--- src/hdl/fetch_pkg.sv ---
`default_nettype none

package fetch_pkg;

  // Byte address of an instruction or a fetch word.
  typedef logic [31:0] addr_t;

  // One word as returned by instruction memory.
  typedef logic [31:0] word_t;

  // One 16-bit instruction parcel.
  typedef logic [15:0] half_t;

  // Assembled instruction, compressed ones zero extended.
  typedef logic [31:0] instr_t;

  // APB requester states.
  typedef enum logic [1:0] {
    apb_idle,
    apb_setup,
    apb_access
  } apb_state_t;

  // addi x0, x0, 0.
  localparam instr_t nop_instr = 32'h0000_0013;

endpackage

`default_nettype wire

--- src/hdl/fetch_pc.sv ---
`timescale 1ns/1ps
`default_nettype none

module fetch_pc
  import fetch_pkg::*;
#(
  parameter addr_t reset_pc = 32'h0000_0000
) (
  input  logic  clock,
  input  logic  reset,
  input  logic  redirect,
  input  addr_t redirect_pc,
  input  logic  stall,
  input  logic  accept,
  output logic  issue,
  output addr_t fetch_addr
);

  addr_t next_addr;
  logic  armed;

  // Word address of the next fetch.
  always_ff @(posedge clock) begin
    if (!reset) begin
      next_addr <= {reset_pc[31:2], 2'b00};
    end else if (redirect) begin
      next_addr <= {redirect_pc[31:2], 2'b00};
    end else if (accept) begin
      next_addr <= next_addr + 32'd4;
    end
  end

  // Requests start once reset has been released.
  always_ff @(posedge clock) begin
    if (!reset) begin
      armed <= 1'b0;
    end else begin
      armed <= 1'b1;
    end
  end

  // The requester takes a request only when it is idle,
  // so one transfer at most is ever in flight.
  assign issue = armed && !stall;

  assign fetch_addr = next_addr;

endmodule

`default_nettype wire

--- src/hdl/fetch_apb_master.sv ---
`timescale 1ns/1ps
`default_nettype none

module fetch_apb_master
  import fetch_pkg::*;
(
  input  logic  clock,
  input  logic  reset,
  input  logic  redirect,
  input  logic  issue,
  input  addr_t fetch_addr,
  output logic  accept,
  output addr_t paddr,
  output logic  psel,
  output logic  penable,
  output logic  pwrite,
  input  word_t prdata,
  input  logic  pready,
  input  logic  pslverr,
  output logic  ready,
  output word_t word,
  output addr_t word_addr,
  output logic  word_error
);

  apb_state_t state_q;
  apb_state_t state_n;
  addr_t      addr_q;
  word_t      data_q;
  logic       error_q;
  logic       ready_q;
  logic       stale_q;
  logic       done;

  assign done = (state_q == apb_access) && pready;

  always_comb begin
    state_n = state_q;
    case (state_q)
      apb_idle: begin
        // A redirect restarts fetch even while stalled.
        if (issue || redirect) begin
          state_n = apb_setup;
        end
      end
      apb_setup: begin
        state_n = apb_access;
      end
      apb_access: begin
        if (pready) begin
          state_n = apb_idle;
        end
      end
      default: begin
        state_n = apb_idle;
      end
    endcase
  end

  always_ff @(posedge clock) begin
    if (!reset) begin
      state_q <= apb_idle;
      ready_q <= 1'b0;
      stale_q <= 1'b0;
    end else begin
      state_q <= state_n;
      ready_q <= done && !stale_q && !redirect;
      if (done) begin
        stale_q <= 1'b0;
      end else if (redirect && state_q != apb_idle) begin
        stale_q <= 1'b1;
      end
    end
  end

  // Address is frozen at the end of setup.
  always_ff @(posedge clock) begin
    if (state_q == apb_setup) begin
      addr_q <= fetch_addr;
    end
    if (done) begin
      data_q  <= prdata;
      error_q <= pslverr;
    end
  end

  assign psel    = state_q != apb_idle;
  assign penable = state_q == apb_access;
  assign pwrite  = 1'b0;
  assign paddr   = (state_q == apb_setup) ? fetch_addr : addr_q;
  assign accept  = state_q == apb_setup;

  assign ready      = ready_q;
  assign word       = data_q;
  assign word_addr  = addr_q;
  assign word_error = error_q;

endmodule

`default_nettype wire

--- src/hdl/fetch_buffer.sv ---
`timescale 1ns/1ps
`default_nettype none

module fetch_buffer
  import fetch_pkg::*;
#(
  parameter int    buffer_depth = 8,
  parameter addr_t reset_pc     = 32'h0000_0000
) (
  input  logic   clock,
  input  logic   reset,
  input  logic   redirect,
  input  addr_t  redirect_pc,
  input  logic   ready,
  input  word_t  word,
  input  addr_t  word_addr,
  input  logic   word_error,
  input  logic   hold,
  output logic   stall,
  output logic   valid,
  output addr_t  pc,
  output instr_t instr,
  output logic   compressed,
  output logic   error
);

  localparam int ptr_width = $clog2(buffer_depth);

  typedef logic [ptr_width-1:0] ptr_t;
  typedef logic [ptr_width:0]   count_t;

  localparam count_t stall_level = count_t'(buffer_depth / 2);

  half_t parcel_mem [buffer_depth];
  addr_t addr_mem [buffer_depth];
  logic [buffer_depth-1:0] error_mem;

  ptr_t   wid_q;
  ptr_t   rid_q;
  count_t count_q;
  logic   skip_q;

  ptr_t   wid_n;
  ptr_t   rid_n;
  count_t count_n;
  logic   skip_n;
  ptr_t   wid_hi;
  logic   write_en;

  ptr_t   slot_idx [2];
  half_t  slot_parcel [2];
  addr_t  slot_addr [2];
  logic [1:0] slot_error;

  logic   head_compressed;
  logic [1:0] take;
  count_t count_left;

  assign write_en = ready && !redirect;
  assign wid_hi   = wid_q + ptr_t'(1);

  // Pointer update for flush and arriving words.
  always_comb begin
    wid_n   = wid_q;
    rid_n   = rid_q;
    count_n = count_q;
    skip_n  = skip_q;
    if (redirect) begin
      wid_n   = '0;
      rid_n   = '0;
      count_n = '0;
      skip_n  = redirect_pc[1];
    end else if (ready) begin
      wid_n = wid_q + ptr_t'(2);
      if (skip_q) begin
        // Target sits in the upper half of the first word.
        rid_n   = rid_q + ptr_t'(1);
        count_n = count_q + count_t'(1);
        skip_n  = 1'b0;
      end else begin
        count_n = count_q + count_t'(2);
      end
    end
  end

  // Head and next entry, with bypass of the word being written.
  always_comb begin
    for (int s = 0; s < 2; s++) begin
      slot_idx[s]    = rid_n + ptr_t'(s);
      slot_parcel[s] = parcel_mem[slot_idx[s]];
      slot_addr[s]   = addr_mem[slot_idx[s]];
      slot_error[s]  = error_mem[slot_idx[s]];
      if (write_en && slot_idx[s] == wid_q) begin
        slot_parcel[s] = word[15:0];
        slot_addr[s]   = {word_addr[31:2], 2'b00};
        slot_error[s]  = word_error;
      end else if (write_en && slot_idx[s] == wid_hi) begin
        slot_parcel[s] = word[31:16];
        slot_addr[s]   = {word_addr[31:2], 2'b10};
        slot_error[s]  = word_error;
      end
    end
  end

  always_comb begin
    head_compressed = slot_parcel[0][1:0] != 2'b11;
    take = 2'd0;
    if (!hold) begin
      if (head_compressed && count_n >= count_t'(1)) begin
        take = 2'd1;
      end else if (!head_compressed && count_n >= count_t'(2)) begin
        take = 2'd2;
      end
    end
  end

  assign count_left = count_n - count_t'(take);

  assign stall      = count_left > stall_level;
  assign valid      = take != 2'd0;
  assign pc         = valid ? slot_addr[0] : '0;
  assign compressed = valid && head_compressed;
  assign error      = valid && (slot_error[0] || (!head_compressed && slot_error[1]));

  always_comb begin
    if (!valid) begin
      instr = nop_instr;
    end else if (head_compressed) begin
      instr = {16'h0000, slot_parcel[0]};
    end else begin
      instr = {slot_parcel[1], slot_parcel[0]};
    end
  end

  always_ff @(posedge clock) begin
    if (!reset) begin
      wid_q   <= '0;
      rid_q   <= '0;
      count_q <= '0;
      skip_q  <= reset_pc[1];
    end else begin
      wid_q   <= wid_n;
      rid_q   <= rid_n + ptr_t'(take);
      count_q <= count_left;
      skip_q  <= skip_n;
    end
  end

  // Two parcels per word.
  always_ff @(posedge clock) begin
    if (write_en) begin
      parcel_mem[wid_q]  <= word[15:0];
      addr_mem[wid_q]    <= {word_addr[31:2], 2'b00};
      error_mem[wid_q]   <= word_error;
      parcel_mem[wid_hi] <= word[31:16];
      addr_mem[wid_hi]   <= {word_addr[31:2], 2'b10};
      error_mem[wid_hi]  <= word_error;
    end
  end

endmodule

`default_nettype wire

--- src/hdl/fetch_unit.sv ---
`timescale 1ns/1ps
`default_nettype none

module fetch_unit
  import fetch_pkg::*;
#(
  parameter int    buffer_depth = 8,
  parameter addr_t reset_pc     = 32'h0000_0000
) (
  input  logic   clock,
  input  logic   reset,
  // Core side.
  input  logic   redirect,
  input  addr_t  redirect_pc,
  input  logic   hold,
  output logic   valid,
  output addr_t  pc,
  output instr_t instr,
  output logic   compressed,
  output logic   error,
  // Instruction memory, APB.
  output addr_t  paddr,
  output logic   psel,
  output logic   penable,
  output logic   pwrite,
  input  word_t  prdata,
  input  logic   pready,
  input  logic   pslverr
);

  logic  issue;
  addr_t fetch_addr;
  logic  accept;
  logic  stall;
  logic  ready;
  word_t word;
  addr_t word_addr;
  logic  word_error;

  fetch_pc #(
    .reset_pc    (reset_pc)
  ) fetch_pc_inst (
    .clock       (clock),
    .reset       (reset),
    .redirect    (redirect),
    .redirect_pc (redirect_pc),
    .stall       (stall),
    .accept      (accept),
    .issue       (issue),
    .fetch_addr  (fetch_addr)
  );

  fetch_apb_master fetch_apb_master_inst (
    .clock       (clock),
    .reset       (reset),
    .redirect    (redirect),
    .issue       (issue),
    .fetch_addr  (fetch_addr),
    .accept      (accept),
    .paddr       (paddr),
    .psel        (psel),
    .penable     (penable),
    .pwrite      (pwrite),
    .prdata      (prdata),
    .pready      (pready),
    .pslverr     (pslverr),
    .ready       (ready),
    .word        (word),
    .word_addr   (word_addr),
    .word_error  (word_error)
  );

  fetch_buffer #(
    .buffer_depth (buffer_depth),
    .reset_pc     (reset_pc)
  ) fetch_buffer_inst (
    .clock        (clock),
    .reset        (reset),
    .redirect     (redirect),
    .redirect_pc  (redirect_pc),
    .ready        (ready),
    .word         (word),
    .word_addr    (word_addr),
    .word_error   (word_error),
    .hold         (hold),
    .stall        (stall),
    .valid        (valid),
    .pc           (pc),
    .instr        (instr),
    .compressed   (compressed),
    .error        (error)
  );

endmodule

`default_nettype wire

--- config.mk ---
export PLATFORM = sky130hd
export DESIGN_NAME = fetch_unit
export DESIGN_NICKNAME = d
export VERILOG_FILES = /design/src/hdl/fetch_pkg.sv /design/src/hdl/fetch_pc.sv /design/src/hdl/fetch_apb_master.sv /design/src/hdl/fetch_buffer.sv /design/src/hdl/fetch_unit.sv
export SDC_FILE = /design/constraint.sdc
export NUM_CORES = 1
export LEC_CHECK = 0
export BUFFER_PORTS_ARGS = -buffer_cell sky130_fd_sc_hd__buf_2
export CAP_MARGIN = 10
export CELL_PAD_IN_SITES_DETAIL_PLACEMENT = 0
export CELL_PAD_IN_SITES_GLOBAL_PLACEMENT = 1
export CORE_ASPECT_RATIO = 1.1
export CORE_MARGIN = 4
export CORE_UTILIZATION = 50
export CTS_BUF_LIST = sky130_fd_sc_hd__clkbuf_2
export DETAILED_ROUTE_END_ITERATION = 10
export GPL_TIMING_DRIVEN = 0
export PLACE_DENSITY = 0.87
export SYNTH_ARGS = -nofsm -noshare
export SYNTH_HDL_FRONTEND = slang
export SYNTH_SLANG_ARGS = --single-unit
--- constraint.sdc ---
create_clock -name clock -period 5.6 [get_ports clock]
set_input_delay 0.84 -clock clock [delete_from_list [all_inputs] [get_ports clock]]
set_output_delay 0.84 -clock clock [all_outputs]
set_load 0.01 [all_outputs]
Yosys cells after proc, flatten, opt, wreduce, memory -nomap -nowiden

Memory sizes are Yosys's and may differ from the RTL's.
Cells that the tools add are included.

Reduce and logical (&&, ||, !) cells: 31
$add $sub $neg: 9
Equality and inequality tests: 9
Bitwise logic cells: 1
Order comparisons: 9
Mux-type cells: 43

Operator list:

| kind                    | count |
|---|---|
| $mux W32                | 8 |
| $mux W16                | 4 |
| $add A32 B3 Y32 const B | 1 |
| $logic_and A1 B1 Y1     | 17 |
| $bwmux W8               | 2 |
| $lt A3 B4 Y1 const B    | 4 |
| $mux W1                 | 13 |
| $eq A3 B3 Y1            | 4 |
| $mux W4                 | 3 |
| $mux W2                 | 5 |
| $add A3 B1 Y3 const B   | 3 |
| $mux W3                 | 3 |
| $reduce_bool A2 Y1      | 4 |
| $bmux W1 S3             | 2 |
| $demux W1 S3            | 2 |
| $ge A3 B1 Y1 const B    | 2 |
| $pmux W2 S3             | 1 |
| $add A4 B1 Y4 const B   | 1 |
| $add A4 B2 Y4 const B   | 1 |
| $ge A4 B1 Y1 const B    | 1 |
| $ge A4 B2 Y1 const B    | 1 |
| $gt A4 B3 Y1 const B    | 1 |
| $logic_not A1 Y1        | 4 |
| $ne A2 B1 Y1 const B    | 2 |
| 11 further kinds        | 13 |

Memories kept: 2
Output and inout bits: 102
Register bits after elaboration: 121
Logic and storage cells: 118
Bits in writable memories: 376

Memories:

| memory                       | depth | bits a word | read ports | clocked after Yosys merged registers in | write ports | line               | RTL |
|---|---|---|---|---|---|---|---|
| fetch_buffer_inst.addr_mem   | 8     | 31          | 1          | 0                                       | 2           | fetch_buffer.sv:35 | `addr_t addr_mem [buffer_depth];` |
| fetch_buffer_inst.parcel_mem | 8     | 16          | 2          | 0                                       | 2           | fetch_buffer.sv:34 | `half_t parcel_mem [buffer_depth];` |

Depth between registers and ports, before layout

Word-level depth: 21
Mapped depth: 16
Mapped depth without buffers: 15

Hierarchy

A second synthesis with hierarchy kept.

Cells, all modules: 1,489
Area total of the unflattened synthesis: 17,493.0 um^2

By module, submodules not included:

| module           | instances | area each (um^2) | sequential area each (um^2) | cells each |
|---|---|---|---|---|
| fetch_buffer     | 1         | 13,249.0         | 7,887.6                     | 1,126 |
| fetch_apb_master | 1         | 2,344.7          | 1,711.6                     | 119 |
| fetch_pc         | 1         | 1,899.3          | 620.6                       | 244 |

Least setup slack after synthesis

No wires, ideal clock.

Path type: input to output
Start: input port redirect
End: output port instr[27]
Stages: 13
Required time: 4,760 ps
Buffers on the path: 6
Data arrival time: 3,810 ps
Setup slack: 950 ps
Cells stage by stage: buf_2 a21o_1 inv_1 clkbuf_1 clkbuf_1 clkbuf_1 ha_1 buf_1 xnor2_1 nand3_1 clkbuf_1 nor2_1 a211oi_1

Cells in the longest elaborated chain, start to end: 13
Elaborated cells on any way between the ends: 30

RTL lines:

| item                                                                    | line                | RTL |
|---|---|---|
| start, declared                                                         | fetch_unit.sv:13    | `input logic redirect,` |
| parallel branches: the longest is 12 deep, another holds $mem_v2 Z8 W16 | --                  |  |
| $mux W32 (*)                                                            | fetch_buffer.sv:126 | `if (!valid) begin` |
| end, declared                                                           | fetch_unit.sv:18    | `output instr_t instr,` |

Mark *: on every way between the ends.

Worst setup path after layout

Start: register fetch_apb_master_inst.ready_q, in the netlist fetch_apb_master_inst.ready
End: output port instr[21]

Cells in the longest elaborated chain, start to end: 14
Elaborated cells on any way between the ends: 31

RTL lines:

| item                                                                    | line                   | RTL |
|---|---|---|
| start, declared                                                         | fetch_apb_master.sv:31 | `logic ready_q;` |
| start signal, assigned                                                  | fetch_apb_master.sv:67 | `ready_q <= done && !stale_q && !redirect;` |
| parallel branches: the longest is 13 deep, another holds $mem_v2 Z8 W16 | --                     |  |
| $mux W32 (*)                                                            | fetch_buffer.sv:126    |  |

Marks and branches as above.

==> metrics <==
outcome completed; CP delay by family, top buffers and inverters; gpl congestion 0.8760; switching share of power 26.54%; first-pass GRT wire length 69.70 mm; Max-Cap Viols 0; count of cell types in the netlist 52; WL final 46.53 mm; Mapped Area 16,530 µm²; initial core utilization 50.91%; clk sinks 366; Slew Limit Headroom 15.99%; Die X 181.3 µm; Reg clk slew, reported paths 0.11 ns; Port Buffer Count 168; Synth Area per Inst 12.45 µm²; Crit path largest cell delay 0.51 ns; most frequent cells in the layout nand2_1, edfxtp_1, buf_2; Achievable Freq 186.7 MHz; antenna violations before repair 9; Remaining DRCs 0; share of cells above drive strength 1 25.58%; post-DR vias/cell 5.754; Worst-Margin Slew 1.256 ns; post-detailed-route wirelength per cell 22.18 µm; Yosys top cell area share 52.51%; Post-DP HPWL 30.90 mm; Startpoint Class flop; Max Clock Skew 0.08400 ns; pwr dens 272.9 nW/µm²; Critical Path Fanout Max 11; leak pwr 7.381 nW; setup tns final 0 ns; TritonCTS clock tree done; Max Root-Sink Buffers 3; Finish-stage setup viols 0; gr usage total 25.45%; Hold Crit Class in2reg; H-Tree Depth 3; Synth area leaders edfxtp_1, dfxtp_1, mux4_2; Gate Count Post-Synth 1,328; DR pass1 iterations 6; Die ar. 36,030 µm²; RSZ-0062 raised after global routing false; clock period minus worst slack 5.356 ns; row cnt 69; Buf+Inv Stages, Crit Path 5; most common cell after layout, fill and taps aside nand2_1; Internal 3.808 mW; CP endpoint kind primary output; Core ar. 32,460 µm²; vias in the first global route 12,310; combinational share of power 6.3%; kind of critical path reg2out; clock latency on the worst-skew pair 0.93 ns; synthesis-to-finish area growth 14.91%; io pins 172; nets 1,684; Total Power 5.183 mW; clock network fraction of total power 33.4%; sequential share of the synthesized area 61.84%; fin crit share 95.64%; ys async rst share 0%; crit path DAT 4.52 ns; Switch Pwr 1.376 mW; DRT iter0 DRCs 1,125; Post-synth EDFFs 289; Sequential Power Share 60.3%; largest net degree at the start of global routing 59; Root Driver clkbuf_2; Seq cells post-synth 366; Main synth FF type edfxtp_1; vias 12,070; critical path cell sequence and2_2 -> mux2i_4 -> inv_4 -> clkbuf_2 -> buf_2 -> ha_2 -> clkbuf_2 -> mux4_2 -> mux2i_1 -> a211oi_1 -> buf_2; YS warnings 0; cell accounting for the most synthesized area edfxtp_1; chip height 198.7 µm; final antenna-violating net count 0; CP max-delay cell ha_2; R2R Setup Slk 1.49 ns; worst vdd rail ir drop 0.1579 mV; max-slew violations 0; CTS buffer count 91; global route overflow 0; Hold Fails Final Rpt 0; CP required 4.76 ns
-- metal layers --
layer  vias to the layer above  share of wire, %  global-route usage [%]
li1                       5463                 -                       -
met1                      5782                37                   30.94
met2                       663                48                   42.00
met3                       151                10                   7.919
met4                        12               4.2                   11.76
met5                         -              0.18                       0
-- final cells by class --
cell class                 instances  area, µm²
sequential                       366      10220
antenna                            3      7.507
inverter                          12      47.55
tap                              426      533.0
clock buffer                     123      615.6
clock inverter                    39      195.2
timing repair buffer             180       1028
multi-input combinational        861       5948
buffer                            88      395.4
fill                            2730      13470
-- registers in the layout, summed over array words and instances (netlist names), 2 cells and up --
signal                           flops
fetch_pc_inst.fetch_addr            30
fetch_buffer_inst.wid_q              2
fetch_buffer_inst.count_q            4
fetch_apb_master_inst.word_addr     32
fetch_buffer_inst.error_mem          8
fetch_buffer_inst.addr_mem         120
fetch_apb_master_inst.word          32
fetch_apb_master_inst.state_q        2
fetch_buffer_inst.parcel_mem       128
fetch_buffer_inst.rid_q              3
-- cells by family after synthesis --
kind of cell	after synthesis	synth area share, %
muxes	108	11.79
AOI/OAI and AO/OA	156	6.215
DFF	366	61.84
and+or+nand+nor	540	14.12
adders and majority gates	14	1.151
xor gates and xnor gates	41	2.339
other	1	0.02269
buffers and inverters	102	2.521
-- power groups by stage --
| stage | Sequential, mW | Clock (mW) | Combinational (mW) |
|---|---|---|---|
| 2_1_floorplan | 3.15 | 0 | 0.185 |
| 3_3_place_gp | 3.18 | 0 | 0.318 |
| 3_5_place_dp | 3.18 | 0 | 0.321 |
| 4_1_cts | 3.12 | 1.77 | 0.327 |
| 5_1_grt | 3.14 | 1.93 | 0.361 |
| 6_report | 3.12 | 1.73 | 0.326 |
-- worst paths after layout --
check	to	start	cells after the start
max	instr[21]	fetch_apb_master_inst.ready	11
min	fetch_apb_master_inst.word[10]	prdata[10]	1
max reg2reg	fetch_apb_master_inst.state_q[0]	fetch_buffer_inst.skip_q	12
min reg2reg	fetch_apb_master_inst.ready	fetch_apb_master_inst.stale_q	1
-- Yosys cell counts, types with 3 or more instances --
cell	instances
a211oi_1	32
a21oi_1	44
a311oi_1	27
and2_1	33
and3_1	28
buf_1	8
buf_2	9
buf_4	5
clkbuf_1	67
dfxtp_1	77
edfxtp_1	289
ha_1	12
inv_1	10
mux2_2	4
mux2i_1	35
mux4_2	68
nand2_1	361
nand2b_1	5
nand3_1	45
nand4_1	4
nor2_1	37
nor2b_1	16
nor3_1	3
o211a_1	4
o21ai_0	35
xnor2_1	25
xor2_1	14
-- stage by stage --
step | util, % | hold WS [ns] | std cells | setup slack [ns] | instance area [µm²]
6_report | 58.50 | 0.09495 | 2098 | 0.2440 | 18990
5_1_grt | 58.50 | 0.007708 | 2097 | 0.02643 | 18990
4_1_cts | 58.46 | 0.01108 | 2095 | 0.05502 | 18980
3_5_place_dp | 55.56 | 0.4181 | 1927 | -0.9847 | 18030
3_3_place_gp | 55.16 | 0.4167 | 1923 | -1.038 | 17900
2_1_floorplan | - | 0.4016 | 1329 | 0.9496 | 16530
-- repair_timing --
item | in CTS | in global routing
endpoints found under the hold margin | 6 | 1
endpoints found under the setup margin | 20 | 18
setup buffers | 1 | 0
resized for setup | 23 | 10
hold buffers | 6 | 1
-- worst register-to-register path, stage by stage (launching register included) --
cell and delay [ns]:
dfxtp_1 0.41, buf_2 0.25, xor2_1 1.00, o21ai_0 0.23, nand2_1 0.13, o31ai_2 0.13, nand2_2 0.30, buf_2 0.49
ha_1 0.33, a211oi_1 0.26, xnor2_1 0.20, a31oi_1 0.12, nor3b_1 0.20
Power figures use the tool's default switching activity.
